**config.mk**
```make
export PLATFORM = sky130hd
export DESIGN_NAME = slice_cmd_gen
export DESIGN_NICKNAME = d
export VERILOG_FILES = /design/src/design/slice_pkg.sv /design/src/design/slice_cmd_gen.sv
export SDC_FILE = /design/constraint.sdc
export NUM_CORES = 1
export LEC_CHECK = 0
export ABC_AREA = 1
export BUFFER_PORTS_ARGS = -buffer_cell sky130_fd_sc_hd__clkbuf_2
export CAP_MARGIN = 20
export CORE_MARGIN = 2
export CORE_UTILIZATION = 43
export CTS_CLUSTER_SIZE = 16
export DETAILED_ROUTE_END_ITERATION = 8
export PLACE_DENSITY_LB_ADDON = 0.1
export RECOVER_POWER = 100
export SLEW_MARGIN = 20
export SYNTH_ARGS = -nofsm -noshare
export SYNTH_HDL_FRONTEND = slang
export SYNTH_SLANG_ARGS = --single-unit
```
**constraint.sdc**
```tcl
create_clock -name I_ddr_clk -period 1.8 [get_ports I_ddr_clk]
set_input_delay 0 -clock I_ddr_clk [delete_from_list [all_inputs] [get_ports I_ddr_clk]]
set_output_delay 0 -clock I_ddr_clk [all_outputs]
set_load 0.01 [all_outputs]
```
**src/design/slice_pkg.sv**
```systemverilog
// --------------------------------------
// slice controller shared definitions
// slice geometry, memory command codes,
// scheduler state encoding, read beat view
// --------------------------------------
`default_nettype none

package slice_pkg;

	// --------------------------------------
	// slice geometry
	// --------------------------------------
	// 16 beats of 128 bits per slice
	localparam int BEATS_PER_SLICE = 16;
	localparam int BEAT_IDX_W      = 4;
	localparam int DATA_W          = 128;
	localparam int SADDR_W         = 16;
	// host side readout word
	localparam int WORD_W          = 32;
	// memory address is {5'b0, slice, beat, 3'b0}
	localparam int APP_ADDR_W      = 28;

	// memory controller user interface commands
	localparam logic [2:0] CMD_WRITE = 3'b000;
	localparam logic [2:0] CMD_READ  = 3'b001;

	// one-hot scheduler states
	typedef enum logic [4:0] {
		IDLE    = 5'b00001,
		WR      = 5'b00010,
		WR_TURN = 5'b00100,
		RD      = 5'b01000,
		RD_TURN = 5'b10000
	} sched_state_t;

	// returned beat, stored as a line and read out as words
	// word 3 is the most significant
	typedef union packed {
		logic [DATA_W-1:0]            line;
		logic [3:0][WORD_W-1:0]       word;
	} rd_beat_u;

endpackage

`default_nettype wire

```
**src/design/slice_cmd_gen.sv**
```systemverilog
// --------------------------------------
// command generator
// 16 write or read commands per burst,
// slice address plus beat index
// --------------------------------------
`timescale 1ns/1ps
`default_nettype none

module slice_cmd_gen
	import slice_pkg::*;
(
	input  wire                 I_ddr_clk,
	input  wire                 I_ddr_rst,
	input  wire  sched_state_t  state,
	input  wire  [15:0]         saddr,
	input  wire                 saddr_valid,
	input  wire  [14:0]         rd_id_q,
	input  wire  [1:0]          xgmii_num_q,
	input  wire                 app_rdy,
	output logic [2:0]          app_cmd,
	output logic                app_en,
	output logic [27:0]         app_addr,
	output logic                cmd_done
);

	// burst already launched in this state
	logic                  started;
	logic                  start_wr;
	logic                  start_rd;
	logic [BEAT_IDX_W-1:0] beat_idx;
	logic [SADDR_W-1:0]    slice_addr;

	// write waits for the slice address from the feed
	assign start_wr = (state == WR) && saddr_valid && !started;
	assign start_rd = (state == RD) && !started;

	// 5 zero bits, slice, beat, 3 zero bits
	assign app_addr = {5'b0, slice_addr, beat_idx, 3'b000};

	// --------------------------------------
	// command sequencing
	// --------------------------------------
	always_ff @(posedge I_ddr_clk)
	begin
		if (I_ddr_rst)
		begin
			started  <= 1'b0;
			app_en   <= 1'b0;
			app_cmd  <= CMD_WRITE;
			beat_idx <= '0;
			cmd_done <= 1'b0;
		end
		else
		begin
			cmd_done <= 1'b0;
			if (start_wr || start_rd)
			begin
				started  <= 1'b1;
				app_en   <= 1'b1;
				beat_idx <= '0;
				app_cmd  <= start_rd ? CMD_READ : CMD_WRITE;
			end
			else if (app_en && app_rdy)
			begin
				// accepted, advance or finish
				if (beat_idx == '1)
				begin
					app_en   <= 1'b0;
					cmd_done <= 1'b1;
				end
				else
				begin
					beat_idx <= beat_idx + 1'b1;
				end
			end
			// rearm once the burst state is left
			if (state != WR && state != RD)
			begin
				started <= 1'b0;
			end
		end
	end

	// slice address, read side maps port onto the top bits
	always_ff @(posedge I_ddr_clk)
	begin
		if (start_wr)
		begin
			slice_addr <= saddr;
		end
		else if (start_rd)
		begin
			slice_addr <= {xgmii_num_q, rd_id_q[13:0]};
		end
	end

	a_cmd_hold: assert property (@(posedge I_ddr_clk) disable iff (I_ddr_rst)
		app_en && !app_rdy |=> app_en && $stable(app_cmd) && $stable(app_addr));

endmodule

`default_nettype wire

```
==> impl_metrics.toml <==
[sta]
hold_viol_final = 0
timing.fmax_mhz = 593
hold-worst-slack_ps = 40.5
fin_skew_ps = 2.76
finalSetupViolCount = 0
slew_viol_final = 0
fin_crit_ps = 1690
finalCritPeriodShare_pct = 93.7
totalNegativeSetupSlack_ps = 0
rsz0062_at_grt = "no"

[synth]
ys_async_sr_fraction_pct = 0
ys_warn_count = 0
synth_cell_types = 19
netlist_top_cells_count = "inv_1, nand2_1, edfxtp_1, o21ai_2, nor2_1"
synth.yosys.seq_area_share_pct = 49.7
synth.most_common_cell = "inv_1"
synth_flop_cell = "edfxtp_1"
avgSynthCellArea_sq_um = 8.90
syn_inst = 145
synth_area_leader_cell = "edfxtp_1"
synth_edf_count = 16
synth_top_area_share_pct = 37.2
synth.cell_area_sq_um = 1290
ys_seq_elements = 24
synth.top_cells.by_area = "edfxtp_1, dfxtp_1, o21ai_2"

[finish]
fin_nets = 272
layout-drive-gt1-share_pct = 22.5
instances_no_fill = 258
syn_to_final_growth_pct = 32.9
fillCellCount = 282
antenna_cells = 0
post-route-cell-area_sq_um = 1710

[global_routing]
grt_pass1_vias = 1140
grt_pass1_wl_um = 4440
grt_remaining_overflow = 0
grt_max_degree = 37
grtUsageTotal_pct = 16.7
antenna_found_initial = 0

[status]
status = "finished with violations"
violations = "DRC"

[clocking]
clock_path_buffers = 2
numCtsBuffers = 3
h-tree-depth = 1
cts_tree = "yes"
cts_root_buf = "clkbuf_4"
clk_pin_slew_ps = 120
cts_sinks = 24
clock_latency_ps = 300

[floorplanning]
rows = 19
dieArea_sq_um = 3450
core-area_sq_um = 2810
start_util_pct = 46.0
io_pins = 75
dieWidth_um = 58.8
die_y_um = 58.8

[placed_design]
dp.cells = 237
globalplace.congestion = 0.745
placed_cell_area_sq_um = 1600
port_buffers = 63
hpwl_um = 1940

[worst_setup_path]
arrival_ps = 1750
worstPathRequired_ps = 1860
slowest_stage = "dlygate4sd3_1"
cp_max_fo = 36
worstSetupPathType = "reg2reg"
worst_setup_path_start_kind = "flip-flop"
critPathTopFamily = "buffers and inverters"
path_cells = "nor2_2, nand3_4, buf_12, nand2_1, o21ai_2, dlygate4sd3_1"
cp-end-kind = "flip-flop"
cpPeakStageDelay_ps = 550
path_buf_inv = 2

[route]
drt_iter0_drc = 32
drcViolationCount = 7
ant_nets = 0
vias = 1148
wirelength_um = 2830
dr.pass1.iters = 6
routed_via_density = 4.45
routedWlPerCell_um = 11.0

[power]
powerDensity_nw_per_um2 = 567
leakage_nw = 0.879
vdd_ir_drop_max_mv = 0.373

[job]
drv_cap = 0

[min_path]
worstHoldPathType = "in2reg"
-- power breakdown --
| part | switching, W | total (W) | internal, W |
|---|---|---|---|
| sequential | 0.00000295 | 0.000599 | 0.000596 |
| clock | 0.000149 | 0.000227 | 0.0000780 |
| combinational | 0.0000687 | 0.000147 | 0.0000778 |
-- layout make-up --
type                            instances  area, sq um  share of cell area (%)
Tap cell                               31         38.8                    2.26
Multi-Input combinational cell         85          400                    23.4
Clock buffer                            3         22.5                    1.31
Inverter                               32          120                    7.01
Sequential cell                        24          641                    37.4
Timing Repair Buffer                   83          492                    28.7
-- placed cells by master (no fill, tap or decap) --
| cell type | instances |
|---|---|
| inv_1 | 32 |
| clkbuf_1 | 23 |
| edfxtp_1 | 16 |
| o21ai_2 | 1 |
| conb_1 | 10 |
| dlygate4sd3_1 | 18 |
| o22ai_1 | 1 |
| o21ai_0 | 17 |
| nand2_1 | 29 |
| dfxtp_1 | 8 |
| nor2_1 | 10 |
| nor2_2 | 3 |
| clkbuf_2 | 41 |
| nand3_1 | 5 |
| ha_1 | 1 |
| buf_12 | 1 |
| nand4_1 | 2 |
| clkbuf_4 | 3 |
| nand3_4 | 1 |
| or2_2 | 1 |
| a21oi_1 | 3 |
| xnor2_1 | 1 |
-- flip-flops by register name, indices dropped and copies added, names as in the netlist --
name and count:
app_en 1, beat_idx 4, slice_addr 16, app_cmd 1
cmd_done 1, started 1
-- path summary, 6_finish.rpt --
path              slack [ps]            end        from  cells after the start
setup / recovery         110  slice_addr[6]     started                      6
setup reg to reg         110  slice_addr[6]     started                      6
hold reg to reg          480     app_cmd[0]  app_cmd[0]                      2
hold / removal            40  slice_addr[3]    saddr[3]                      3
-- routing by layer --
layer / wire, um / global-route usage, % / vias to the layer above
met5: 0 / 0 / -
met4: 13 / 6.49 / 0
met3: 162 / 1.98 / 2
met2: 1580 / 33.8 / 36
met1: 1070 / 16.9 / 514
li1: - / - / 596
-- metrics by stage --
stage / utilization (%) / worst slack, ps / power [W]
global placement: 56.9 / 561 / 0.000737
finish: 61.1 / 114 / 0.000973
detailed placement: 56.9 / 506 / 0.000742
global route: 61.1 / 39.2 / 0.00102
floorplan: - / 279 / 0.000698
CTS: 64.1 / 72.3 / 0.00100
-- tightest hold or removal path, stage by stage --
cell and delay (ps):
clkbuf_2 70, inv_1 30, o21ai_0 140
-- logic make-up after synthesis --
logic type	Yosys count	share of synthesized area, %
fa+ha+maj	1	0.970
other cells	1	0.291
simple gates	51	17.4
flops	24	49.7
buf+inv	45	17.7
xor+xnor	1	0.679
compound gates	22	13.3
-- timing repair --
item | 4_1_cts | 5_1_grt
hold buffers | 18 | 0
resized for setup | 0 | 1
setup buffers | 0 | 0
hold endpoints to repair | 19 | 0
setup endpoints to repair | 0 | 1
No activity file was read; power rests on OpenSTA's default activity.
