$ cat src/design/slice_pkg.sv
// --------------------------------------
// slice controller shared definitions
// slice geometry, memory command codes,
// scheduler state encoding, read beat view
// --------------------------------------
`default_nettype none

package slice_pkg;

	// --------------------------------------
	// slice geometry
	// --------------------------------------
	// 16 beats of 128 bits per slice
	localparam int BEATS_PER_SLICE = 16;
	localparam int BEAT_IDX_W      = 4;
	localparam int DATA_W          = 128;
	localparam int SADDR_W         = 16;
	// host side readout word
	localparam int WORD_W          = 32;
	// memory address is {5'b0, slice, beat, 3'b0}
	localparam int APP_ADDR_W      = 28;

	// memory controller user interface commands
	localparam logic [2:0] CMD_WRITE = 3'b000;
	localparam logic [2:0] CMD_READ  = 3'b001;

	// one-hot scheduler states
	typedef enum logic [4:0] {
		IDLE    = 5'b00001,
		WR      = 5'b00010,
		WR_TURN = 5'b00100,
		RD      = 5'b01000,
		RD_TURN = 5'b10000
	} sched_state_t;

	// returned beat, stored as a line and read out as words
	// word 3 is the most significant
	typedef union packed {
		logic [DATA_W-1:0]            line;
		logic [3:0][WORD_W-1:0]       word;
	} rd_beat_u;

endpackage

`default_nettype wire

$ cat src/design/slice_rd_buf.sv
// --------------------------------------
// read capture buffer
// 16 beat store, response pulse,
// 32-bit word readout pipeline
// --------------------------------------
`timescale 1ns/1ps
`default_nettype none

module slice_rd_buf
	import slice_pkg::*;
(
	input  wire          I_ddr_clk,
	input  wire          I_ddr_rst,
	input  wire  [127:0] app_rd_data,
	input  wire          app_rd_data_valid,
	output logic         rd_resp,
	input  wire          rd_en,
	output logic [31:0]  rd_data
);

	rd_beat_u              mem [BEATS_PER_SLICE];
	logic [BEAT_IDX_W-1:0] wr_ptr;
	logic                  last_beat;

	// readout index, beat in the top bits, word in the low two
	logic [BEAT_IDX_W+1:0] rd_cnt;
	rd_beat_u              beat_q;
	logic [1:0]            word_sel_q;

	// --------------------------------------
	// capture side
	// --------------------------------------
	always_ff @(posedge I_ddr_clk)
	begin
		if (app_rd_data_valid)
		begin
			mem[wr_ptr].line <= app_rd_data;
		end
	end

	always_ff @(posedge I_ddr_clk)
	begin
		if (I_ddr_rst)
		begin
			wr_ptr    <= '0;
			last_beat <= 1'b0;
			rd_resp   <= 1'b0;
		end
		else
		begin
			if (app_rd_data_valid)
			begin
				wr_ptr <= wr_ptr + 1'b1;
			end
			// 16th beat seen, response one cycle later
			last_beat <= app_rd_data_valid && (wr_ptr == '1);
			rd_resp   <= last_beat;
		end
	end

	// --------------------------------------
	// readout side
	// --------------------------------------
	always_ff @(posedge I_ddr_clk)
	begin
		if (I_ddr_rst)
		begin
			rd_cnt <= '0;
		end
		else if (rd_en)
		begin
			// wraps to zero after 64 words
			rd_cnt <= rd_cnt + 1'b1;
		end
	end

	// stage 1 beat fetch, stage 2 word pick
	always_ff @(posedge I_ddr_clk)
	begin
		beat_q     <= mem[rd_cnt[BEAT_IDX_W+1:2]];
		word_sel_q <= rd_cnt[1:0];
		// most significant word first
		rd_data    <= beat_q.word[2'd3 - word_sel_q];
	end

endmodule

`default_nettype wire

$ cat config.mk
export PLATFORM = sky130hd
export DESIGN_NAME = slice_rd_buf
export DESIGN_NICKNAME = d
export VERILOG_FILES = /design/src/design/slice_pkg.sv /design/src/design/slice_rd_buf.sv
export SDC_FILE = /design/constraint.sdc
export NUM_CORES = 2
export LEC_CHECK = 0
export BUFFER_PORTS_ARGS = -buffer_cell sky130_fd_sc_hd__clkbuf_2
export CAP_MARGIN = 20
export CORE_ASPECT_RATIO = 2
export CORE_MARGIN = 5
export CORE_UTILIZATION = 45
export CTS_CLUSTER_DIAMETER = 40
export DETAILED_ROUTE_END_ITERATION = 16
export GPL_TIMING_DRIVEN = 1
export SLEW_MARGIN = 20
export SYNTH_ARGS = -nofsm -noshare
export SYNTH_HDL_FRONTEND = slang
export SYNTH_SLANG_ARGS = --single-unit
$ cat constraint.sdc
create_clock -name I_ddr_clk -period 10.2 [get_ports I_ddr_clk]
set_input_delay 2.04 -clock I_ddr_clk [delete_from_list [all_inputs] [get_ports I_ddr_clk]]
set_output_delay 2.04 -clock I_ddr_clk [all_outputs]
set_load 0.005 [all_outputs]
==> impl_metrics.env <==
export IMPL_grt_max_degree=116
export IMPL_cp_end_kind="flip-flop"
export IMPL_synthArstFlopShare_pct=0
export IMPL_slew_headroom_pct=27.3
export IMPL_antenna_left=0
export IMPL_status="completed"
export IMPL_regArea_sq_um=65000
export IMPL_clockBufferDepth=4
export IMPL_post_cts_buffers=0
export IMPL_hold_buffers=0
export IMPL_total_power_mw=18.1
export IMPL_vias=36959
export IMPL_grt_usage_pct=20.7
export IMPL_hold_path_class="flip-flop to flip-flop"
export IMPL_final_max_slew_viol_count=0
export IMPL_io_pins=165
export IMPL_drt_pass1_iterations=5
export IMPL_area_growth_syn_to_layout_pct=11.9
export IMPL_ys_types=40
export IMPL_cts_buffers=196
export IMPL_synthCells=3572
export IMPL_die_w_microns=311
export IMPL_via_per_inst=5.85
export IMPL_mappedNetlistArea_sq_um=81700
export IMPL_cts_resized=0
export IMPL_crit_family="buffers and inverters"
export IMPL_maxCapViolCount=0
export IMPL_wl_per_cell_microns=31.5
export IMPL_hpwl_microns=109000
export IMPL_slowest_delay_ns=0.78
export IMPL_cts_tree="yes"
export IMPL_die_area_sq_um=191000
export IMPL_die_h_microns=612
export IMPL_fin_crit_sh_pct=42.3
export IMPL_cp_arrival_ns=4.72
export IMPL_syn_nets=3709
export IMPL_r2r_slack_ns=6.41
export IMPL_initial_core_util_pct=45.2
export IMPL_grt_pass1_vias=39502
export IMPL_worstPathRequired_ns=10.60
export IMPL_p_int_mw=14.4
export IMPL_multiInputGateArea_sq_um=15600
export IMPL_power_per_cell_area_nw_per_um2=198
export IMPL_clkTransAtPathRegs_ns=0.07
export IMPL_worst_path_buf_inv=3
export IMPL_core_area_sq_um=181000
export IMPL_sw_frac_of_total_pct=20.4
export IMPL_yosysSeqAreaShare_pct=79.6
export IMPL_worstMarginPinSlew_ns=1.09
export IMPL_cellLeakagePower_nw=28.1
export IMPL_p_sw_mw=3.69
export IMPL_place_gp_congestion=0.738
export IMPL_hold_viol_final=0
export IMPL_avgSynthCellArea_sq_um=22.9
export IMPL_clock_sinks=2222
export IMPL_overflow=0
export IMPL_drc_errors=0
export IMPL_max_vdd_ir_drop_v=0.000139
export IMPL_rsz0062_at_grt="no"
export IMPL_portBuffers=164
export IMPL_rows=221
export IMPL_max_freq_ghz=0.232
export IMPL_clock_skew_final_ns=0.0561
export IMPL_fill_cells=14350
export IMPL_critPathMostFrequentCell="buf_4"
export IMPL_clock_latency_ns=0.82
export IMPL_ys_warn_count=0
export IMPL_postSynthRegisterBits=2222
export IMPL_p_clk_share_pct=40.8
export IMPL_cp_start_kind="input pin"
export IMPL_p_comb_share_pct=2.8
export IMPL_root_buffer="clkbuf_16"
export IMPL_routed_wl_microns=199000
export IMPL_htree_num_levels=4
export IMPL_critPathMaxFanout=41
export IMPL_drt_iter0_markers=2788
export IMPL_drive_gt1_share_pct=26.9
export IMPL_antenna_found_initial=45
export IMPL_path_cells="clkbuf_2 > nor3b_1 > and2_4 > buf_4 > buf_4"
export IMPL_critPathKind="input pin to flip-flop"
export IMPL_fin_crit_ns=4.32
export IMPL_grt_pass1_wl_microns=286000
export IMPL_ys_flop_type="edfxtp_1"
export IMPL_synth_edf_count=2048
export IMPL_crit_slowest_cell="buf_4"
export IMPL_finalSetupTns_ns=0
export IMPL_power_frac_seq_pct=56.4
export IMPL_report_final_setup_viol=0
export IMPL_nNetsFinal=3936
## layer usage
layer	up-vias	wire, microns	part of all wire (%)	GRT usage [%]
li1	15545	-	-	-
met1	20112	72300	36	24.1
met2	945	111000	56	39.3
met3	329	9100	4.6	3.30
met4	28	5960	3.0	6.22
met5	-	178	0.089	0
## flip-flops by register name (all words and copies together), names as in the netlist
register	flops
wr_ptr	4
rd_data	32
last_beat	1
beat_q	128
mem	2048
rd_cnt	6
word_sel_q	2
rd_resp	1
## worst register-to-register path, stage by stage (launching register included)
cell and delay [ns]:
dfxtp_4 0.98, buf_12 0.62, buf_4 1.07, mux4_2 0.70, a22oi_1 0.22, nand2_1 0.08
## metrics by stage
stage                     setup WS [ns]  hold WS [ns]  util (%)  instances  area (sq um)
after global routing               5.76         0.393      50.5       6301         91400
after global placement             5.16         0.371      47.0       5941         85000
after detailed placement           5.07         0.376      47.0       5941         85000
final                              5.88         0.388      50.5       6313         91400
after CTS                          5.90         0.386      50.5       6296         91300
after floorplan                    4.13         0.367         -       3572         81700
## cell usage in the layout, fill, tap and decap left out, types with 14 or more instances in the layout
master / n
and2_4: 17
diode_2: 16
mux2i_1: 122
o22ai_1: 32
mux2_2: 64
buf_4: 42
a221oi_1: 22
bufinv_16: 14
edfxtp_1: 2048
nand2_1: 103
buf_12: 16
a21o_1: 15
clkinv_2: 30
clkbuf_16: 199
a22o_1: 15
clkbuf_2: 164
mux4_2: 452
clkinv_1: 21
o21ai_1: 20
dfxtp_1: 168
clkbuf_8: 19
clkbuf_1: 44
a221o_1: 17
a22oi_1: 208
## area by class of cell
type	count	share of cell area (%)
multi-input combinational	1153	17.1
inverter	3	0.0123
clock buffer	262	5.92
timing repair buffer	223	1.62
antenna	16	0.0438
sequential	2222	71.1
tap	2341	3.20
clock inverter	93	1.01
## power groups by stage
stage,sequential (mW),clock [mW],combinational (mW)
6_report,10.2,7.38,0.514
3_5_place_dp,10.4,0,0.527
5_1_grt,10.2,7.90,0.557
4_1_cts,10.2,7.53,0.528
3_3_place_gp,10.4,0,0.517
2_1_floorplan,10.4,0,0.238
## synth_stat cells, types with 9 or more instances
cell type / n / area share [%]
a22oi_1: 208 / 1.9
o21ai_1: 20 / 0.12
nor2b_1: 9 / 0.069
buf_4: 31 / 0.29
and2_1: 18 / 0.14
a221oi_1: 22 / 0.24
a21o_1: 15 / 0.14
mux2_2: 64 / 0.88
dfxtp_1: 174 / 4.3
mux2i_1: 122 / 1.5
buf_2: 76 / 0.47
mux4_2: 452 / 12
nand2_1: 104 / 0.48
edfxtp_1: 2048 / 75
clkbuf_1: 52 / 0.24
a22o_1: 15 / 0.16
o22ai_1: 32 / 0.25
nor2_1: 13 / 0.060
buf_6: 27 / 0.37
a221o_1: 17 / 0.21
## cells by family (layout without fill, tap and decap cells)
| logic type | after synthesis | count (layout) | synth area share [%] |
|---|---|---|---|
| muxes | 638 | 638 | 14.8 |
| and+or+nand+nor | 160 | 160 | 0.858 |
| adders and majority gates | 5 | 5 | 0.0766 |
| AOI/OAI and AO/OA | 344 | 344 | 3.14 |
| DFF | 2222 | 2222 | 79.6 |
| xor gates and xnor gates | 6 | 6 | 0.0644 |
| buffers and inverters | 197 | 581 | 1.43 |
| other | 0 | 16 | 0 |
## worst paths after layout
| check | start | to | depth (start not counted) |
|---|---|---|---|
| setup / recovery | app_rd_data_valid | mem[1][97]$_DFFE_PP_ | 5 |
| setup reg to reg | rd_cnt[3]$_SDFFE_PP0P_ | beat_q[77]$_DFF_P_ | 5 |
| hold reg to reg | rd_cnt[1]$_SDFFE_PP0P_ | word_sel_q[1]$_DFF_P_ | 0 |
| hold / removal | rd_cnt[1]$_SDFFE_PP0P_ | word_sel_q[1]$_DFF_P_ | 0 |
Power figures use the tool's default switching activity.
