--- src/design/slice_pkg.sv ---
// --------------------------------------
// slice controller shared definitions
// slice geometry, memory command codes,
// scheduler state encoding, read beat view
// --------------------------------------
`default_nettype none

package slice_pkg;

	// --------------------------------------
	// slice geometry
	// --------------------------------------
	// 16 beats of 128 bits per slice
	localparam int BEATS_PER_SLICE = 16;
	localparam int BEAT_IDX_W      = 4;
	localparam int DATA_W          = 128;
	localparam int SADDR_W         = 16;
	// host side readout word
	localparam int WORD_W          = 32;
	// memory address is {5'b0, slice, beat, 3'b0}
	localparam int APP_ADDR_W      = 28;

	// memory controller user interface commands
	localparam logic [2:0] CMD_WRITE = 3'b000;
	localparam logic [2:0] CMD_READ  = 3'b001;

	// one-hot scheduler states
	typedef enum logic [4:0] {
		IDLE    = 5'b00001,
		WR      = 5'b00010,
		WR_TURN = 5'b00100,
		RD      = 5'b01000,
		RD_TURN = 5'b10000
	} sched_state_t;

	// returned beat, stored as a line and read out as words
	// word 3 is the most significant
	typedef union packed {
		logic [DATA_W-1:0]            line;
		logic [3:0][WORD_W-1:0]       word;
	} rd_beat_u;

endpackage

`default_nettype wire

--- src/design/slice_wdf_feed.sv ---
// --------------------------------------
// write data feed
// FIFO pop, holding register on the wdf
// channel, slice address capture
// --------------------------------------
`timescale 1ns/1ps
`default_nettype none

module slice_wdf_feed
	import slice_pkg::*;
(
	input  wire                 I_ddr_clk,
	input  wire                 I_ddr_rst,
	input  wire  sched_state_t  state,
	input  wire  [143:0]        fifo_data,
	output logic                fifo_pop,
	input  wire                 app_wdf_rdy,
	output logic                app_wdf_wren,
	output logic                app_wdf_end,
	output logic [127:0]        app_wdf_data,
	output logic [15:0]         saddr,
	output logic                saddr_valid,
	output logic                wdf_done
);

	// pops issued, msb set after the 16th
	logic [BEAT_IDX_W:0]   pop_cnt;
	// beats accepted by the memory controller
	logic [BEAT_IDX_W-1:0] beat_cnt;
	logic                  in_wr;
	logic                  load_ok;
	logic                  beat_acc;

	assign in_wr    = state == WR;
	// holding register empty or draining this cycle
	assign load_ok  = !app_wdf_wren || app_wdf_rdy;
	assign fifo_pop = in_wr && !pop_cnt[BEAT_IDX_W] && load_ok;
	assign beat_acc = app_wdf_wren && app_wdf_rdy;
	// every beat is a full burst of one
	assign app_wdf_end = app_wdf_wren;

	// --------------------------------------
	// control
	// --------------------------------------
	always_ff @(posedge I_ddr_clk)
	begin
		if (I_ddr_rst)
		begin
			pop_cnt      <= '0;
			beat_cnt     <= '0;
			app_wdf_wren <= 1'b0;
			saddr_valid  <= 1'b0;
			wdf_done     <= 1'b0;
		end
		else
		begin
			// first word of the slice carries the address
			saddr_valid <= fifo_pop && (pop_cnt == '0);
			wdf_done    <= beat_acc && (beat_cnt == '1);
			if (!in_wr)
			begin
				pop_cnt  <= '0;
				beat_cnt <= '0;
			end
			else
			begin
				if (fifo_pop)
				begin
					pop_cnt <= pop_cnt + 1'b1;
				end
				if (beat_acc)
				begin
					beat_cnt <= beat_cnt + 1'b1;
				end
			end
			if (fifo_pop)
			begin
				app_wdf_wren <= 1'b1;
			end
			else if (app_wdf_rdy)
			begin
				app_wdf_wren <= 1'b0;
			end
		end
	end

	// payload
	always_ff @(posedge I_ddr_clk)
	begin
		if (fifo_pop)
		begin
			app_wdf_data <= fifo_data[DATA_W-1:0];
		end
		if (fifo_pop && pop_cnt == '0)
		begin
			saddr <= fifo_data[DATA_W +: SADDR_W];
		end
	end

	a_wdf_hold: assert property (@(posedge I_ddr_clk) disable iff (I_ddr_rst)
		app_wdf_wren && !app_wdf_rdy |=> app_wdf_wren && $stable(app_wdf_data));

endmodule

`default_nettype wire

--- config.mk ---
export PLATFORM = sky130hd
export DESIGN_NAME = slice_wdf_feed
export DESIGN_NICKNAME = d
export VERILOG_FILES = /design/src/design/slice_pkg.sv /design/src/design/slice_wdf_feed.sv
export SDC_FILE = /design/constraint.sdc
export NUM_CORES = 1
export LEC_CHECK = 0
export BUFFER_PORTS_ARGS = -buffer_cell sky130_fd_sc_hd__buf_2
export CAP_MARGIN = 20
export CORE_MARGIN = 4
export CORE_UTILIZATION = 30
export CTS_BUF_LIST = sky130_fd_sc_hd__clkbuf_16
export DETAILED_ROUTE_END_ITERATION = 10
export GPL_TIMING_DRIVEN = 0
export SLEW_MARGIN = 40
export SYNTH_ARGS = -nofsm -noshare
export SYNTH_HDL_FRONTEND = slang
export SYNTH_SLANG_ARGS = --single-unit
--- constraint.sdc ---
create_clock -name I_ddr_clk -period 6 [get_ports I_ddr_clk]
set_clock_uncertainty 0.2 [all_clocks]
set_input_delay 0.3 -clock I_ddr_clk [delete_from_list [all_inputs] [get_ports I_ddr_clk]]
set_output_delay 0.3 -clock I_ddr_clk [all_outputs]
set_load 0.02 [all_outputs]
==> results.json, run 1 <==
{
  "status": "finished clean",
  "cp_max_fo": 27,
  "finish.utilization_pct": 55.0,
  "synth_nets": 360,
  "routed_wirelength_mm": 14.5,
  "p_leak_nw": 3.59,
  "cts_tree": "done",
  "coreArea_um2": 15900,
  "die_h_um": 135,
  "grt_pass1_wl_mm": 21.3,
  "netlist_area_um2": 4860,
  "dp.final_hpwl_mm": 9.56,
  "vdd_drop_max_mv": 0.166,
  "required_ps": 5840,
  "yosys_warnings": 0,
  "insertion_delay_ps": 410,
  "hold_violations": 0,
  "grt_pass1_vias": 4005,
  "hold_class": "in2reg",
  "routed_via_density": 4.09,
  "vias": 3689,
  "synth_seq_area_share_pct": 93.9,
  "n_antenna_cell": 0,
  "areaGrowthSynthToFinish_pct": 79.8,
  "worst_pin_slew_ps": 685,
  "use_met1_pct": 16.6,
  "grt_overflow": 0,
  "path_clk_slew_ps": 60,
  "crit_slowest_cell": "and3_1",
  "portBuffers": 300,
  "syn_inst": 205,
  "numCtsBuffers": 17,
  "dp.cells": 724,
  "setup.worst_path.start_class": "primary input",
  "ys_ff_latch": 156,
  "arrival_ps": 2570,
  "grt.total_usage_pct": 15.4,
  "nets": 829,
  "initial_core_util_pct": 30.6,
  "finalSetupViolCount": 0,
  "gp_congestion": 0.769,
  "maxCapViolCount": 0,
  "hold_slack_ps": 235,
  "cp_cell_sequence": "dlygate4sd3_1 -> buf_2 -> nand2b_1 -> and4_4 -> buf_12 -> and3_1",
  "critPathKind": "in2reg",
  "drc": 0,
  "clockRootBuffer": "clkbuf_16",
  "antenna_found_initial": 0,
  "row_count": 46,
  "placed_cell_area_um2": 6690,
  "slowest_delay_ps": 640,
  "die_x_um": 135,
  "grt.met2_usage_pct": 27.9,
  "postCtsSetupBuffers": 0,
  "period_minus_slack_ps": 2730,
  "grtUsageMet3_pct": 5.09,
  "htreeDepth": 4,
  "grt_max_degree": 48,
  "layout-drive-gt1-share_pct": 48.7,
  "drv_slew": 0,
  "min_period_over_period_pct": 45.6,
  "end_kind": "flop",
  "fmax_mhz": 366,
  "power_density_nw_per_um2": 275,
  "rsz0062_at_grt": "false",
  "cts_buffer_depth": 2,
  "drtPass1Iterations": 4,
  "syn_avg_cell_area_um2": 23.7,
  "fin_area_um2": 8730,
  "ioPinCount": 301,
  "drtIter0Drc": 128,
  "fin_cells": 902,
  "relSlewSlack_pct": 54.3,
  "ant_nets": 0,
  "drt-wirelength-per-cell_um": 16.0,
  "grt-busiest-layer": "met2",
  "die_area_um2": 18300,
  "ys_types": 22,
  "clock-sinks": 156
}
==> state kept, by name, indices dropped and copies added (netlist names) <==
register and count:
app_wdf_data 128, saddr 16, pop_cnt 5, beat_cnt 4, app_wdf_end 1, saddr_valid 1, wdf_done 1
==> logic make-up after synthesis <==
family,synth area share (%)
AO/OA/AOI/OAI,1.47
flip-flops,93.9
XOR/XNOR,0.361
adder cells (fa/ha/maj),0.773
AND/OR/NAND/NOR,3.06
buffers and inverters,0.386
==> critical path, delay by kind of cell <==
| family | cells | cell delay, ps |
|---|---|---|
| buf+inv | 3 | 930 |
| simple gates | 3 | 1330 |
==> power breakdown <==
part	switching, mW	internal [mW]
Combinational	0.0555	0.105
Clock	0.425	0.610
Sequential	0.00277	1.20
==> metrics by stage <==
stage               setup WS, ps  total power [mW]  setup TNS [ps]
finish                      3270              2.40               0
global route                3130              2.49               0
CTS                         3260              2.42               0
detailed placement          3210              1.31               0
global placement            -361              1.31           -5780
floorplan                    831              1.25               0
==> routing by layer <==
layer / up-vias / share of wire (%)
met4: 0 / 1.8
met5: - / 0
li1: 1748 / -
met3: 22 / 8.0
met2: 182 / 54
met1: 1737 / 36
==> cell usage after synthesis (all sizes together) <==
library cell	number	area (µm²)
o21ai	4	20.0
a21oi	7	35.0
nor2	4	15.0
buf	1	7.51
and4	1	8.76
inv	3	11.3
and3	1	6.26
dfxtp	12	240
xor2	2	17.5
nand2b	2	12.5
nand2	3	11.3
or4	1	7.51
a41oi	1	8.76
ha	3	37.5
or3	2	12.5
edfxtp	144	4320
o31ai	1	7.51
and4b	1	10.0
nor2b	2	12.5
nand3b	1	7.51
nand3	7	35.0
nor3	2	10.0
==> cell type report <==
| cell class | instances | area (µm²) |
|---|---|---|
| multi-input combinational | 45 | 278 |
| sequential | 156 | 4560 |
| fill | 1271 | 7150 |
| inverter | 3 | 11.3 |
| timing repair buffer | 450 | 3030 |
| tap | 216 | 270 |
| buffer | 1 | 7.51 |
| clock inverter | 14 | 144 |
| clock buffer | 17 | 425 |
==> what timing repair did <==
item	4_1_cts	5_1_grt
gates resized for setup	0	0
endpoints found under the setup margin	0	0
endpoints found under the hold margin	147	0
hold buffers	147	0
==> path summary, 6_finish.rpt <==
path | start | end | slack, ps | cells past startpoint
setup reg to reg | app_wdf_end | saddr[9] | 3470 | 4
hold / removal | state[4] | pop_cnt[1] | 230 | 4
hold reg to reg | beat_cnt[3] | wdf_done | 260 | 2
setup / recovery | app_wdf_rdy | saddr[9] | 3270 | 6
==> placed cells by master (no fill, tap or decap), types with 3 or more instances in the layout <==
cell           netlist  routed
nand3_1              7       7
o21ai_0              4       4
buf_12               0       3
edfxtp_1           144     144
ha_1                 3       3
inv_1                3       3
clkbuf_16            0      17
buf_2                0     300
a21oi_1              7       7
inv_6                0       3
nand2_1              3       3
clkinvlp_4           0       3
dlygate4sd3_1        0     147
dfxtp_1             12      12
nor2_1               4       4
No activity file was read; power rests on OpenSTA's default activity.
==> run 2, diff against run 1 <==
- ABC_AREA: default -> 1
- clock period: 6 -> 2.55 ns (I/O delays scaled with it)
==> results.json, run 2 <==
{
  "synth_edf_count": 144,
  "ys_types": 23,
  "grt_max_degree": 132,
  "vdd_drop_max_mv": 0.423,
  "clock-sinks": 156,
  "critPathKind": "in2out",
  "largest_reg_flops": 128,
  "ys_top_cells_by_area": "edfxtp_1, dfxtp_1, inv_1",
  "path_clk_slew_ps": 60,
  "grt_pass1_vias": 4089,
  "slowest_delay_ps": 530,
  "largestRegisters": "app_wdf_data: 128 flops, saddr: 16 flops, pop_cnt: 5 flops",
  "setup.worst_path.start_class": "primary input",
  "die_h_um": 137,
  "numCtsBuffers": 17,
  "min_period_over_period_pct": 94.7,
  "end_kind": "output port",
  "final_common_cell": "buf_2",
  "synthFlopType": "edfxtp_1",
  "tns_ps": 0,
  "n_antenna_cell": 0,
  "worst_pin_slew_ps": 832,
  "routed_via_density": 4.14,
  "yosys_warnings": 0,
  "synth_async_sr_flop_share_pct": 0,
  "cts_tree": "done",
  "syn_avg_cell_area_um2": 21.5,
  "cts_buffer_depth": 2,
  "drv_slew": 0,
  "rsz0062_at_grt": "false",
  "nets": 861,
  "min_from": "state[1]",
  "period_minus_slack_ps": 2410,
  "drtPass1Iterations": 4,
  "htreeDepth": 4,
  "grt.total_usage_pct": 15.2,
  "dp.final_hpwl_mm": 10.2,
  "synth_nets": 387,
  "row_count": 46,
  "netlist_area_um2": 4990,
  "ioPinCount": 301,
  "drc": 0,
  "power_density_nw_per_um2": 636,
  "ctsResizeCount": 0,
  "layout-drive-gt1-share_pct": 48.3,
  "clockRootBuffer": "clkbuf_16",
  "maxCapViolCount": 0,
  "grt_pass1_wl_mm": 21.3,
  "syn_inst": 232,
  "gp_congestion": 0.753,
  "worstSetupStartpoint": "state[0]",
  "power.total_mw": 5.66,
  "required_ps": 2220,
  "grt_overflow": 0,
  "relSlewSlack_pct": 44.4,
  "fmax_mhz": 414,
  "portBuffers": 300,
  "final_cell_mix": "buf_2, dlygate4sd3_1, edfxtp_1, clkbuf_16, inv_1",
  "status": "finished clean",
  "routed_wirelength_mm": 15.1,
  "die_x_um": 137,
  "antenna_found_initial": 0,
  "regMostFlops": "app_wdf_data",
  "cp_common_cell": "buf_2",
  "synth_seq_area_share_pct": 91.5,
  "cp_max_fo": 131,
  "synth_area_leader_cell": "edfxtp_1",
  "r2r_start": "pop_cnt[0]",
  "nFillCells": 1262,
  "die_area_um2": 18700,
  "drt-wirelength-per-cell_um": 16.1,
  "yosys-top-cells-count": "edfxtp_1, inv_1, dfxtp_1, nand2_1, nor2_1",
  "fin_area_um2": 8900,
  "hold_class": "in2reg",
  "hold_violations": 0,
  "areaGrowthSynthToFinish_pct": 78.4,
  "synth.most_common_cell": "edfxtp_1",
  "p_leak_nw": 3.66,
  "drtIter0Drc": 104,
  "cp_cell_sequence": "dlygate4sd3_1 -> buf_2 -> inv_2 -> nand2_2 -> nor2_4 -> nand4_4 -> clkinv_8 -> buf_2",
  "ant_nets": 0,
  "synth_top_area_share_pct": 86.7,
  "ys_ff_latch": 156,
  "initial_core_util_pct": 31.1,
  "crit_slowest_cell": "dlygate4sd3_1",
  "vias": 3869,
  "arrival_ps": 2090,
  "coreArea_um2": 16100,
  "placed_cell_area_um2": 6770,
  "insertion_delay_ps": 410,
  "finalSetupViolCount": 0
}
==> run 2: stage by stage <==
step / hold slack, ps / util (%) / cells / setup WS [ps]
after floorplan: -3.43 / - / 232 / 422
after global placement: 104 / 42.1 / 748 / 203
after detailed placement: 106 / 42.2 / 748 / 540
after CTS: 92.7 / 55.4 / 935 / 138
after global routing: 145 / 55.4 / 935 / 29.1
final: 106 / 55.4 / 935 / 135
==> run 2: cell type report <==
class,count,area (µm²),area share (%)
sequential,156,4560,51.3
timing repair buffer,455,3050,34.3
clock buffer,17,425,4.78
multi-input combinational,57,348,3.91
tap,216,270,3.04
clock inverter,15,148,1.66
inverter,18,80.1,0.900
buffer,1,7.51,0.0844
==> run 2: repair_timing <==
item,in CTS,in global routing
hold buffers,155,0
hold endpoints to repair,156,0
buffers inserted,0,0
==> run 2: kinds of logic (layout without fill, tap and decap cells) <==
logic type               Yosys count  after routing  share of synthesized area [%]
flip-flops                       156            156                           91.5
AO/OA/AOI/OAI                     10             10                           1.08
adder cells (fa/ha/maj)            3              3                          0.753
AND/OR/NAND/NOR                   44             44                           5.09
buffers and inverters             19            506                           1.53
==> run 2: worst max-delay path, delay by kind of cell <==
kind / cells / cell delay [ps]
buffers and inverters: 5 / 1430
AND/OR/NAND/NOR: 3 / 340
==> run 2: path summary, 6_finish.rpt <==
check / slack, ps / depth (start not counted) / endpoint
hold reg to reg: 270 / 2 / wdf_done
setup / recovery: 140 / 8 / fifo_pop
setup reg to reg: 560 / 4 / saddr[4]
hold / removal: 110 / 6 / pop_cnt[1]
==> run 2: metal layers <==
| layer | global-route usage, % | share of wire (%) | vias up |
|---|---|---|---|
| li1 | - | - | 1819 |
| met1 | 15.5 | 36 | 1814 |
| met2 | 28.3 | 54 | 204 |
| met3 | 4.93 | 8.3 | 32 |
| met4 | 6.49 | 2.3 | 0 |
| met5 | 0 | 0 | - |
==> run 2: power breakdown <==
part | switching [mW] | internal [mW] | leakage, nW
Sequential | 0.00602 | 2.82 | 1.40
Combinational | 0.141 | 0.252 | 1.99
Clock | 0.999 | 1.44 | 0.276
==> run 3, diff against run 2 <==
- PLACE_DENSITY_LB_ADDON: default -> 0.12
==> results.json, run 3 (synthesis results as in run 2) <==
{
  "die_h_um": 137,
  "seqPwrFrac_pct": 49.6,
  "relSlewSlack_pct": 48.4,
  "status": "finished clean",
  "ioPinCount": 301,
  "drt-wirelength-per-cell_um": 15.8,
  "grt.total_usage_pct": 15.5,
  "grt_max_degree": 132,
  "largestRegisters": "app_wdf_data: 128 flops, saddr: 16 flops, pop_cnt: 5 flops",
  "worstSetupStartpoint": "app_wdf_rdy",
  "p_leak_nw": 3.67,
  "tns_ps": 0,
  "postCtsSetupBuffers": 0,
  "drtIter0Drc": 142,
  "reg2reg_to": "app_wdf_data[38]",
  "ff2ff_setup_slack_ps": 620,
  "drc": 0,
  "clockRootBuffer": "clkbuf_16",
  "drv_slew": 0,
  "period_minus_slack_ps": 2320,
  "grt_pass1_wl_mm": 21.6,
  "swShare_pct": 19.3,
  "areaGrowthSynthToFinish_pct": 78.5,
  "die_x_um": 137,
  "die_area_um2": 18700,
  "drtPass1Iterations": 4,
  "end_kind": "output port",
  "htreeDepth": 4,
  "nFillCells": 1346,
  "power_switching_mw": 1.10,
  "hold_violations": 0,
  "min_period_over_period_pct": 91.1,
  "final_cell_mix": "buf_2, dlygate4sd3_1, edfxtp_1, inv_1, clkbuf_16",
  "rsz0062_at_grt": "false",
  "clock_power_share_pct": 43.5,
  "grt_pass1_vias": 4224,
  "worst_pin_slew_ps": 774,
  "dp.final_hpwl_mm": 10.4,
  "grt_overflow": 0,
  "power.total_mw": 5.70,
  "arrival_ps": 2000,
  "coreArea_um2": 16100,
  "cp_max_fo": 131,
  "cp-endpoint": "fifo_pop",
  "ant_nets": 0,
  "intPower_mw": 4.60,
  "largest_reg_flops": 128,
  "r2r_start": "app_wdf_end",
  "row_count": 46,
  "antenna_found_initial": 0,
  "regMostFlops": "app_wdf_data",
  "rr_worst_depth": 3,
  "numCtsBuffers": 17,
  "layout-drive-gt1-share_pct": 48.1,
  "path_clk_slew_ps": 60,
  "final_common_cell": "buf_2",
  "insertion_delay_ps": 410,
  "initial_core_util_pct": 31.1,
  "vias": 3817,
  "maxCapViolCount": 0,
  "routed_via_density": 4.09,
  "gp_congestion": 0.725,
  "clock-sinks": 156,
  "cts_tree": "done",
  "vdd_drop_max_mv": 0.445,
  "hold_class": "in2reg",
  "critPathKind": "in2out",
  "portBuffers": 300,
  "required_ps": 2220,
  "combPwrFrac_pct": 6.9,
  "fmax_mhz": 431,
  "nets": 861,
  "power_density_nw_per_um2": 640,
  "cts_buffer_depth": 2,
  "finalSetupViolCount": 0,
  "routed_wirelength_mm": 14.8,
  "n_antenna_cell": 0,
  "setup.worst_path.start_class": "primary input"
}
## run 3: cell count changes in the layout (fill, tap and decap cells not counted)
cell	delta
clkinv_4	-2
clkinv_1	-1
inv_1	+1
clkinvlp_4	-1
bufinv_16	+1
## run 3: power by group through the flow
stage / clock, mW / sequential, mW / combinational, mW
floorplan: 0 / 2.92 / 0.0214
global placement: 0 / 2.88 / 0.194
detailed placement: 0 / 2.88 / 0.201
CTS: 2.55 / 2.83 / 0.393
global route: 2.65 / 2.83 / 0.423
finish: 2.48 / 2.83 / 0.391
## run 3: worst min path at each step
stage	from	cells past startpoint	slack (ps)	end
2_1_floorplan	I_ddr_rst	1	-3	app_wdf_end
3_3_place_gp	fifo_data[128]	1	100	saddr[0]
3_5_place_dp	fifo_data[142]	1	110	saddr[14]
4_1_cts	fifo_data[59]	2	200	app_wdf_data[59]
5_1_grt	fifo_data[28]	2	210	app_wdf_data[28]
6_report	fifo_data[63]	2	230	app_wdf_data[63]
## run 3: cell type report
cell class              instances  area, µm²  share of cell area, %
plain buffers                   1       7.51                 0.0843
clock buffers                  17        425                   4.78
clock inverters                13        153                   1.71
inverters                      18       80.1                  0.900
multi-input cells              57        348                   3.91
flip-flops and latches        156       4560                   51.3
well taps                     216        270                   3.04
repair buffers                455       3050                   34.3
## run 3: through the flow
stage	setup slack [ps]	util (%)	hold WS [ps]	std cells	instance area, µm²
after floorplan	422	-	-3.43	232	4990
after global placement	184	42.1	105	748	6760
after detailed placement	581	42.2	106	748	6770
after CTS	154	55.4	197	933	8900
after global routing	75.1	55.4	211	933	8900
final	227	55.4	227	933	8900
## run 3: critical path, cell delays in order
cell and delay, ps:
dlygate4sd3_1 530, buf_2 130, inv_1 80, nand2_4 80
nand4_4 180, clkinv_8 420, buf_2 370
## run 3: timing repair
item                                   in CTS  in global routing
gates resized for setup                     0                  0
hold buffers                              155                  0
endpoints found under the hold margin     156                  0
## run 3: per-layer routing
layer / global-route usage, % / routed length, µm / share of wire, % / vias to the layer above
met3: 5.88 / 1380 / 9.4 / 27
met5: 0 / 0 / 0 / -
met4: 5.82 / 314 / 2.1 / 0
met2: 29.0 / 8090 / 55 / 184
li1: - / - / - / 1815
met1: 15.3 / 4960 / 34 / 1791
