==> config.mk <==
export PLATFORM = sky130hd
export DESIGN_NAME = slice_sched
export DESIGN_NICKNAME = d
export VERILOG_FILES = /design/src/design/slice_pkg.sv /design/src/design/slice_sched.sv
export SDC_FILE = /design/constraint.sdc
export NUM_CORES = 1
export LEC_CHECK = 0
export ABC_AREA = 1
export BUFFER_PORTS_ARGS = -buffer_cell sky130_fd_sc_hd__buf_2
export CELL_PAD_IN_SITES_DETAIL_PLACEMENT = 1
export CELL_PAD_IN_SITES_GLOBAL_PLACEMENT = 2
export CORE_MARGIN = 8
export CORE_UTILIZATION = 27
export DETAILED_ROUTE_END_ITERATION = 6
export PLACE_DENSITY = 0.82
export SLEW_MARGIN = 25
export SYNTH_ARGS = -nofsm -noshare
export SYNTH_HDL_FRONTEND = slang
export SYNTH_SLANG_ARGS = --single-unit
==> constraint.sdc <==
create_clock -name I_ddr_clk -period 1.8 [get_ports I_ddr_clk]
set_clock_uncertainty 0.05 [all_clocks]
set_input_delay 0.18 -clock I_ddr_clk [delete_from_list [all_inputs] [get_ports I_ddr_clk]]
set_output_delay 0.18 -clock I_ddr_clk [all_outputs]
set_load 0.02 [all_outputs]
==> src/design/slice_pkg.sv <==
// --------------------------------------
// slice controller shared definitions
// slice geometry, memory command codes,
// scheduler state encoding, read beat view
// --------------------------------------
`default_nettype none

package slice_pkg;

	// --------------------------------------
	// slice geometry
	// --------------------------------------
	// 16 beats of 128 bits per slice
	localparam int BEATS_PER_SLICE = 16;
	localparam int BEAT_IDX_W      = 4;
	localparam int DATA_W          = 128;
	localparam int SADDR_W         = 16;
	// host side readout word
	localparam int WORD_W          = 32;
	// memory address is {5'b0, slice, beat, 3'b0}
	localparam int APP_ADDR_W      = 28;

	// memory controller user interface commands
	localparam logic [2:0] CMD_WRITE = 3'b000;
	localparam logic [2:0] CMD_READ  = 3'b001;

	// one-hot scheduler states
	typedef enum logic [4:0] {
		IDLE    = 5'b00001,
		WR      = 5'b00010,
		WR_TURN = 5'b00100,
		RD      = 5'b01000,
		RD_TURN = 5'b10000
	} sched_state_t;

	// returned beat, stored as a line and read out as words
	// word 3 is the most significant
	typedef union packed {
		logic [DATA_W-1:0]            line;
		logic [3:0][WORD_W-1:0]       word;
	} rd_beat_u;

endpackage

`default_nettype wire

==> src/design/slice_sched.sv <==
// --------------------------------------
// burst scheduler
// read request latch, write trigger,
// one-hot write/read/turnaround FSM
// --------------------------------------
`timescale 1ns/1ps
`default_nettype none

module slice_sched
	import slice_pkg::*;
#(
	parameter int FIFO_DEPTH = 64
)
(
	input  wire                          I_ddr_clk,
	input  wire                          I_ddr_rst,
	input  wire  [$clog2(FIFO_DEPTH):0]  fifo_level,
	input  wire                          rd_req,
	input  wire  [14:0]                  rd_id,
	input  wire  [1:0]                   xgmii_num,
	input  wire                          cmd_done,
	input  wire                          wdf_done,
	output sched_state_t                 state,
	output logic [14:0]                  rd_id_q,
	output logic [1:0]                   xgmii_num_q
);

	localparam int LEVEL_W = $clog2(FIFO_DEPTH) + 1;

	sched_state_t state_next;
	logic         wr_trig;
	logic         rd_pend;
	logic         cmd_seen;
	logic         wdf_seen;

	// a whole slice is buffered
	assign wr_trig = fifo_level >= LEVEL_W'(BEATS_PER_SLICE);

	// --------------------------------------
	// request latch
	// --------------------------------------
	always_ff @(posedge I_ddr_clk)
	begin
		if (I_ddr_rst)
		begin
			rd_pend <= 1'b0;
		end
		else
		begin
			// consumed on the way into RD
			if (state == IDLE && !wr_trig)
			begin
				rd_pend <= 1'b0;
			end
			if (rd_req)
			begin
				rd_pend <= 1'b1;
			end
		end
	end

	always_ff @(posedge I_ddr_clk)
	begin
		if (rd_req)
		begin
			rd_id_q     <= rd_id;
			xgmii_num_q <= xgmii_num;
		end
	end

	// --------------------------------------
	// state machine
	// --------------------------------------
	// both generators have to finish a write burst
	always_ff @(posedge I_ddr_clk)
	begin
		if (I_ddr_rst || state != WR)
		begin
			cmd_seen <= 1'b0;
			wdf_seen <= 1'b0;
		end
		else
		begin
			cmd_seen <= cmd_seen | cmd_done;
			wdf_seen <= wdf_seen | wdf_done;
		end
	end

	always_comb
	begin
		state_next = state;
		unique case (state)
			IDLE:
			begin
				// writes win
				if (wr_trig)
				begin
					state_next = WR;
				end
				else if (rd_pend)
				begin
					state_next = RD;
				end
			end
			WR:
			begin
				if ((cmd_seen | cmd_done) && (wdf_seen | wdf_done))
				begin
					state_next = WR_TURN;
				end
			end
			RD:
			begin
				if (cmd_done)
				begin
					state_next = RD_TURN;
				end
			end
			default:
			begin
				// one turnaround cycle
				state_next = IDLE;
			end
		endcase
	end

	always_ff @(posedge I_ddr_clk)
	begin
		if (I_ddr_rst)
		begin
			state <= IDLE;
		end
		else
		begin
			state <= state_next;
		end
	end

	a_state_onehot: assert property (@(posedge I_ddr_clk) disable iff (I_ddr_rst)
		$onehot(state));
	// host never stacks a second request
	a_single_req: assert property (@(posedge I_ddr_clk) disable iff (I_ddr_rst)
		rd_req |-> !rd_pend);

endmodule

`default_nettype wire

==> results of run 1 <==
path summary, 6_finish.rpt:
| path | from | end | slack (ns) | cells past startpoint |
|---|---|---|---|---|
| worst max register to register | state[3] | rd_pend | 0.64 | 6 |
| worst min register to register | cmd_seen | cmd_seen | 0.41 | 2 |
| worst max-delay path | state[3] | state[3] | 0.58 | 1 |
| worst min-delay path | I_ddr_rst | state[4] | 0.03 | 2 |
layer usage:
layer / track usage [%] / wire (microns) / vias up / share of wire [%]
met1: 10.5 / 1050 / 354 / 39
met5: 0 / 0 / - / 0
met2: 16.8 / 1240 / 42 / 45
met3: 4.18 / 405 / 4 / 15
met4: 3.91 / 34 / 0 / 1.2
li1: - / - / 374 / -
synthesized netlist by cell type:
cell | count | share of area (%)
edfxtp_1 | 17 | 55
dfxtp_1 | 8 | 17
nor2_1 | 8 | 3.2
nand2_1 | 7 | 2.8
inv_1 | 6 | 2.4
nand2_2 | 4 | 2.7
nor2_4 | 4 | 4.9
a21oi_1 | 3 | 1.6
nand4_1 | 3 | 2.0
inv_2 | 2 | 0.81
nand3_1 | 2 | 1.1
o211ai_1 | 2 | 1.6
clkinv_1 | 1 | 0.41
nand2_4 | 1 | 1.2
nand3_2 | 1 | 1.1
nor2_2 | 1 | 0.68
o21ai_2 | 1 | 0.95
report_power, final:
group	total [uW]	switching (uW)	internal, uW
clock network	248	165	83.1
registers	700	32.3	668
logic	330	198	132
cells by family after synthesis:
kind of cell / synth area share, %
buffers and inverters: 3.65
AOI/OAI and AO/OA: 4.19
and+or+nand+nor: 19.7
DFF: 72.4
sequential cells by signal (all words and copies together), names as in the netlist:
register     count
wdf_seen         1
state            5
rd_pend          1
cmd_seen         1
rd_id_q         15
xgmii_num_q      2
metrics by stage:
| step | power [uW] | area [sq um] | util, % | setup WS [ns] | std cells |
|---|---|---|---|---|---|
| 2_1_floorplan | 905 | 926 | - | 0.645 | 71 |
| 4_1_cts | 1280 | 1410 | 42.6 | 0.594 | 184 |
| 3_5_place_dp | 1010 | 1210 | 36.7 | 0.651 | 163 |
| 3_3_place_gp | 1000 | 1210 | 36.7 | 0.724 | 163 |
| 6_report | 1280 | 1410 | 42.6 | 0.576 | 184 |
| 5_1_grt | 1350 | 1410 | 42.6 | 0.524 | 184 |
final cells by class:
cell class	count	area [sq um]
fill	402	1900
sequential	25	671
timing repair buffer	63	400
multi-input combinational	37	221
tap	46	57.6
inverter	9	33.8
clock buffer	3	22.5
clock inverter	1	5.00
==> out/qor.txt, run 1 <==
CTS tree - built
RSZ-0062 raised after global routing - no
Crit path kind - register to output port
CP arrival - 0.99 ns
CTS resizes - 0
Clk root buf - clkbuf_4
Tcrit/Tclk final - 68.0%
Router iterations before antenna repair - 4
Maximum clock rate - 817 MHz
Fin crit period - 1.22 ns
CP top delay family - flip-flops
N_diodes - 0
Clock tree buffer depth - 2
Synthesized instance count - 71
Gpl congestion - 0.695
Crit path required time - 1.57 ns
Worst setup EP type - output port
Number of global-route vias before repair - 827
Final hold slack - 0.0330 ns
Worst Hold Class - primary input to register
Chip height - 74.6 microns
First-pass GRT wire length - 4150 microns
Gr ovfl total - 0
Pwr/cell area - 905 nW/um^2
I/O pins - 51
Total GRT Usage - 9.87%
Pleak - 0.000634 uW
Crit path cell chain - buf_2
Commonest non-fill, non-tap cells in the layout - buf_2 (46), dlygate4sd3_1 (17), edfxtp_1 (17), nor2_1 (8), dfxtp_1 (8)
Status - complete, no violations
CP bufs+invs - 1
Setup violations, final - 0
CTS sink cnt - 25
H-tree levels - 1
Startpoint Class - register
Drt wl/cell - 14.8 microns
Share of cells above drive strength 1 - 46.4%
Vias per cell - 4.21
Most common cell after layout, fill and taps aside - buf_2
Post-CTS Setup Inserts - 0
Max-cap violations - 0
IO buf count - 46
Initial core utilization - 28.0%
Detailed Place HPWL - 1960 microns
DR iter-0 viols - 47
Ys Warns - 0
Register area share after synthesis - 72.4%
CTS buffer count - 3
Worst IR Drop VDD - 0.000284 V
Slew Limit Fails - 0
Worst-path fanout max - 4
Initial antenna violation count - 0
Setup tns final - 0 ns
Post-synthesis area per instance - 13.0 sq um
Layout Nets - 168
Layout area overhead - 52.4%
Hold buffer count at CTS - 17
Mapped Area - 926 sq um
Die area - 5560 sq um
Crit-path slowest cell - dfxtp_1
Final ANT Viol Nets - 0
Die X - 74.6 microns
CTS clk-pin slew, worst paths - 0.14 ns
Row cnt - 21
Final WL - 2730 microns
Max_slew headroom - 73.1%
Synthesized net count - 100
Final hold violation count - 0
Crit-path max cell delay - 0.46 ns
Pin count of the biggest net entering global routing - 19
Placeable Area - 3310 sq um
Synth cell types - 17
Worst Max-Slew Pin Slew - 0.404 ns
Vias post-DR - 774
Clk Latency, worst-skew pair - 0.32 ns
Residual DRC count - 0
Yosys reg bits - 25
(Power assumes the default switching activity.)
==> run 2: changes to the inputs <==
CORE_UTILIZATION = 23   (was 27)
PLACE_DENSITY = 0.74   (was 0.82)
clock period = 1 ns   (was 1.8 ns; I/O delays follow)
==> run 2 against run 1 <==
- the flow now finishes with violations (negative hold slack, negative setup slack)
- via count down 0.26%
- die area up 14%
- sequential cell count unchanged
- first-iteration DRC count down 26%
- utilization down 3.6 points
- largest cell class unchanged
- non-clock buffer count up 6
==> out/qor.txt, run 2 (synthesis results as in run 1) <==
Status - finished, violations left
Violated checks - negative hold slack, negative setup slack
Initial antenna violation count - 0 (unchanged)
Die X - 79.4 microns (+6.6%)
Max_slew headroom - 73.3% (+0.28 points)
Placed cell area - 1250 sq um (+3.0%)
Non-Filler Cell Area, Final - 1540 sq um (+9.0%)
Worst setup EP type - register
Crit path launch - state[2]
Crit path kind - register to register
Residual DRC count - 0 (unchanged)
I/O pins - 51 (unchanged)
Initial core utilization - 23.5% (-4.5 points)
Final ANT Viol Nets - 0 (unchanged)
Power after layout - 2560 uW (+100%)
Final WL - 2590 microns (-5.2%)
Placeable Area - 3940 sq um (+19%)
Gr ovfl total - 0 (unchanged)
Slew Limit Fails - 0 (unchanged)
Final std cells w/o fill - 194 (+5.4%)
Largest registers - rd_id_q x15, state x5, xgmii_num_q x2
Drt wl/cell - 13.3 microns (-10%)
RSZ-0062 raised after global routing - yes
Worst IR Drop VDD - 0.000535 V (+88%)
Most common cell after layout, fill and taps aside - buf_2
Final hold slack - -0.0159 ns (-0.0488 ns)
CTS clk-pin slew, worst paths - 0.09 ns (-0.05 ns)
Total GRT Usage - 8.17% (-1.7 points)
Reg2reg start - state[2]
Register-to-register setup slack - -0.10 ns (-0.74 ns)
DR iter-0 viols - 35 (-26%)
Detailed Place HPWL - 1870 microns (-4.3%)
Pwr/cell area - 1670 nW/um^2 (+84%)
CTS tree - built
PnR worst setup slack - -0.103 ns (-0.679 ns)
Clock tree buffer depth - 2 (unchanged)
Pin count of the biggest net entering global routing - 19 (unchanged)
Row cnt - 23 (+9.5%)
Setup violations, final - 7 (+7)
CP arrival - 1.22 ns (+0.23 ns)
R2R depth - 6 (unchanged)
Router iterations before antenna repair - 4 (unchanged)
Worst-path fanout max - 3 (-1)
Tcrit/Tclk final - 110%
H-tree levels - 1 (unchanged)
Vias post-DR - 772 (-0.26%)
Worst Max-Slew Pin Slew - 0.400 ns (-0.00423 ns)
Maximum clock rate - 907 MHz
Vias per cell - 3.98 (-5.4%)
Reg with most FFs - rd_id_q
Startpoint Class - register
Largest register FFs - 15 (unchanged)
Setup tns final - -0.530 ns (-0.530 ns)
Min-delay src - I_ddr_rst
R2r endpoint - rd_pend
Max-cap violations - 0 (unchanged)
Fin crit period - 1.10 ns
Number of global-route vias before repair - 909 (+9.9%)
Layout area overhead - 66.1%
Clk root buf - clkbuf_8
Die area - 6310 sq um (+14%)
N_diodes - 0 (unchanged)
CTS buffer count - 3 (unchanged)
Chip height - 79.4 microns (+6.6%)
Pleak - 0.000678 uW (+6.9%)
Final hold violation count - 2 (+2)
Gpl congestion - 0.723 (+4.0%)
Worst Hold Class - primary input to register
Crit path required time - 1.12 ns (-0.45 ns)
IO buf count - 46 (unchanged)
First-pass GRT wire length - 4110 microns (-1.2%)
Commonest non-fill, non-tap cells in the layout - buf_2 (41), dlygate4sd3_1 (18), edfxtp_1 (17), nor2_1 (8)
Hold buffer count at CTS - 18 (+1)
Worst Setup EP - rd_pend
CTS sink cnt - 25 (unchanged)
Layout Nets - 174 (+3.6%)
Clk Latency, worst-skew pair - 0.27 ns (-0.05 ns)
Share of cells above drive strength 1 - 54.2% (+7.8 points)
Placed insts - 170 (+4.3%)
[run 2: changes by cell type in the layout (fill, tap and decap cells not counted), sizes merged]
cell         change
buf              +4
clkbuf           +1
clkinv           -1
clkinvlp         +1
dlygate4sd3      +1
[run 2: per-stage QoR]
stage | util (%) | worst slack, ns
after floorplan | - | -0.0459
after global placement | 31.7 | -0.0737
after detailed placement | 31.7 | -0.101
after CTS | 38.3 | -0.0988
after global routing | 39.0 | -0.200
final | 39.0 | -0.103
[run 2: layout make-up]
| class | count | area [sq um] |
|---|---|---|
| Inverter | 9 | 33.8 |
| Fill cell | 443 | 2400 |
| Tap cell | 50 | 62.6 |
| Clock inverter | 1 | 7.51 |
| Multi-Input combinational cell | 37 | 234 |
| Clock buffer | 3 | 41.3 |
| Sequential cell | 25 | 679 |
| Timing Repair Buffer | 69 | 479 |
[run 2: critical path: stages (launching register included)]
cell,delay [ns]
dfxtp_4,0.37
nor2_4,0.12
nand2_2,0.09
nor2_4,0.12
nand2_2,0.10
a21oi_2,0.12
nor2_1,0.04
[run 2: layer usage]
layer / share of wire [%] / vias up / GRT usage [%]
met4: 0.23 / 0 / 1.67
met5: 0 / - / 0
met2: 59 / 22 / 16.5
met1: 35 / 365 / 7.67
met3: 5.4 / 2 / 2.48
li1: - / 383 / -
[run 2: worst min-delay path by stage]
stage            endpoint  slack [ns]  depth (start not counted)
2_1_floorplan    state[1]        0.11                          1
3_3_place_gp   rd_id_q[3]        0.23                          1
3_5_place_dp   rd_id_q[8]        0.23                          1
4_1_cts          state[4]       -0.02                          2
5_1_grt          state[4]       -0.01                          2
6_report         state[4]       -0.02                          2
[run 2: report_power, final]
part | internal (uW) | switching [uW]
clock | 282 | 327
combinational | 313 | 379
sequential | 1210 | 55.6
total | 1800 | 761
[run 2: repair_timing]
item                                    CTS  global route
endpoints found under the hold margin    19             2
endpoints found under the setup margin   10            14
setup buffers                             1             1
resized for setup                         7             7
pin swaps                                 2             2
==> run 3: changes to the inputs <==
CORE_ASPECT_RATIO = 0.9   (was not set)
==> run 3 against run 2 <==
- sequential power about the same
- cell area down 4.4%
- setup slack better by 0.020 ns
- the run ends with negative setup slack left
- non-clock buffer count down 4
- clock power down 4.9%
- combinational power down 11%
- global-route usage down 0.16 points
- routed wire length down 1.4%
- register-to-register slack better by 0.02 ns
==> out/qor.txt, run 3 (synthesis results as in run 1) <==
Status - finished, violations left
Violated checks - negative setup slack
Die X - 82.9 microns (+4.3%)
Clk Latency, worst-skew pair - 0.26 ns (about the same)
IO buf count - 46 (unchanged)
H-tree levels - 1 (unchanged)
Crit path kind - register to register
Crit path required time - 1.11 ns (about the same)
Final hold violation count - 0 (-2)
Final WL - 2550 microns (-1.4%)
Router iterations before antenna repair - 4 (unchanged)
Startpoint Class - register
Final ANT Viol Nets - 0 (unchanged)
Slew Limit Fails - 0 (unchanged)
Row cnt - 22 (-4.3%)
First-pass GRT wire length - 4200 microns (+2.4%)
Placed cell area - 1230 sq um (-1.4%)
Drt wl/cell - 13.6 microns (+1.7%)
Fill count - 450 (+1.6%)
Pin count of the biggest net entering global routing - 19 (unchanged)
Worst-path fanout max - 3 (unchanged)
Detailed Place HPWL - 1990 microns (+6.2%)
Crit path launch - state[3]
PnR worst setup slack - -0.0830 ns (+0.0199 ns)
Largest registers - rd_id_q x15, state x5, xgmii_num_q x2
Register area - 679 sq um (unchanged)
Die area - 6310 sq um (about the same)
Reg2reg start - state[3]
Worst Hold Class - primary input to register
Area taken by multi-input logic gates - 221 sq um (-5.3%)
R2r endpoint - rd_pend
Most common cell after layout, fill and taps aside - buf_2
Gr ovfl total - 0 (unchanged)
Worst IR Drop VDD - 0.000646 V (+21%)
CP arrival - 1.19 ns (-0.03 ns)
Commonest non-fill, non-tap cells in the layout - buf_2 (44), dlygate4sd3_1 (18), edfxtp_1 (17), nor2_1 (8), nand2_1 (7)
Clk root buf - clkbuf_8
R2R depth - 6 (unchanged)
CTS buffer count - 3 (unchanged)
Max-cap violations - 0 (unchanged)
Power after layout - 2460 uW (-4.2%)
Worst Setup EP - rd_pend
DR iter-0 viols - 37 (+5.7%)
Pwr/cell area - 1670 nW/um^2 (+0.19%)
Worst setup EP type - register
Initial core utilization - 23.4% (-0.13 points)
N_diodes - 0 (unchanged)
Total GRT Usage - 8.00% (-0.16 points)
Final hold slack - 0.0551 ns (+0.0710 ns)
Residual DRC count - 0 (unchanged)
Vias per cell - 4.06 (+2.0%)
Setup violations, final - 7 (unchanged)
Fin crit period - 1.08 ns (-0.0199 ns)
Share of cells above drive strength 1 - 49.3% (-4.9 points)
Layout Nets - 170 (-2.3%)
CTS sink cnt - 25 (unchanged)
Layout area overhead - 58.8%
Initial antenna violation count - 0 (unchanged)
CTS tree - built
Max_slew headroom - 72.8% (-0.51 points)
I/O pins - 51 (unchanged)
Largest register FFs - 15 (unchanged)
RSZ-0062 raised after global routing - yes
Pleak - 0.000653 uW (-3.6%)
Non-Filler Cell Area, Final - 1470 sq um (-4.4%)
Reg with most FFs - rd_id_q
Number of global-route vias before repair - 828 (-8.9%)
Clock tree buffer depth - 2 (unchanged)
Min-delay src - wdf_done
Gpl congestion - 0.694 (-3.9%)
Register-to-register setup slack - -0.08 ns (+0.02 ns)
Vias post-DR - 763 (-1.2%)
Tcrit/Tclk final - 108% (-2.0 points)
Maximum clock rate - 923 MHz (+1.8%)
Setup slack after placement - -0.100 ns (+0.000383 ns)
Chip height - 76.2 microns (-4.1%)
CTS clk-pin slew, worst paths - 0.08 ns (about the same)
Placeable Area - 3960 sq um (+0.54%)
Worst Max-Slew Pin Slew - 0.407 ns (+0.00772 ns)
==> run 3: cell types whose count changed in the layout (fill, tap and decap cells not counted), sizes merged <==
cell / before / now
clkinvlp: 1 / 0
buf: 50 / 47
==> run 3: timing repair <==
action / in CTS / in global routing
hold endpoints to repair: 20 / 0
hold buffers: 18 / 0
gates resized for setup: 2 / 2
endpoints found under the setup margin: 9 / 10
buffers inserted: 0 / 0
pin swaps: 2 / 1
==> run 3: cell type report <==
type,instances,share of cell area [%]
tap,48,4.09
multi-input combinational,37,15.1
inverter,9,2.30
sequential,25,46.2
timing repair buffer,65,29.3
clock buffer,4,3.06
==> run 3: power by group <==
group	switching, uW	internal, uW
combinational	361	255
clock	294	284
sequential	54.4	1210
total	709	1750
==> run 3: worst min-delay path by stage <==
stage | to | slack (ns) | depth (start not counted)
3_3_place_gp | rd_id_q[8] | 0.23 | 1
5_1_grt | state[4] | 0.07 | 3
2_1_floorplan | state[1] | 0.11 | 1
4_1_cts | state[4] | 0.06 | 3
6_report | wdf_seen | 0.06 | 3
3_5_place_dp | rd_id_q[8] | 0.23 | 1
==> run 3: critical path, cell delays in order (launching register included) <==
cell and delay (ns):
dfxtp_2 0.34, nor2_4 0.14, nand2_2 0.08, nor2_4 0.11, nand2_2 0.08, a21oi_1 0.13, nor2_1 0.05
==> run 3: per-stage QoR <==
| stage | setup TNS [ns] | instances | util, % |
|---|---|---|---|
| floorplan | -0.145 | 71 | - |
| global placement | -0.317 | 166 | 31.1 |
| finish | -0.407 | 188 | 37.1 |
| CTS | -0.481 | 188 | 36.9 |
| global route | -1.14 | 188 | 37.1 |
| detailed placement | -0.525 | 166 | 31.1 |
==> run 3: layer usage <==
layer | vias up | global-route usage (%) | routed length (microns) | part of all wire, %
met5 | - | 0 | 0 | 0
met4 | 0 | 2.11 | 11 | 0.43
met3 | 2 | 2.56 | 141 | 5.5
met2 | 33 | 13.4 | 1180 | 46
met1 | 352 | 9.61 | 1220 | 48
li1 | 376 | - | - | -
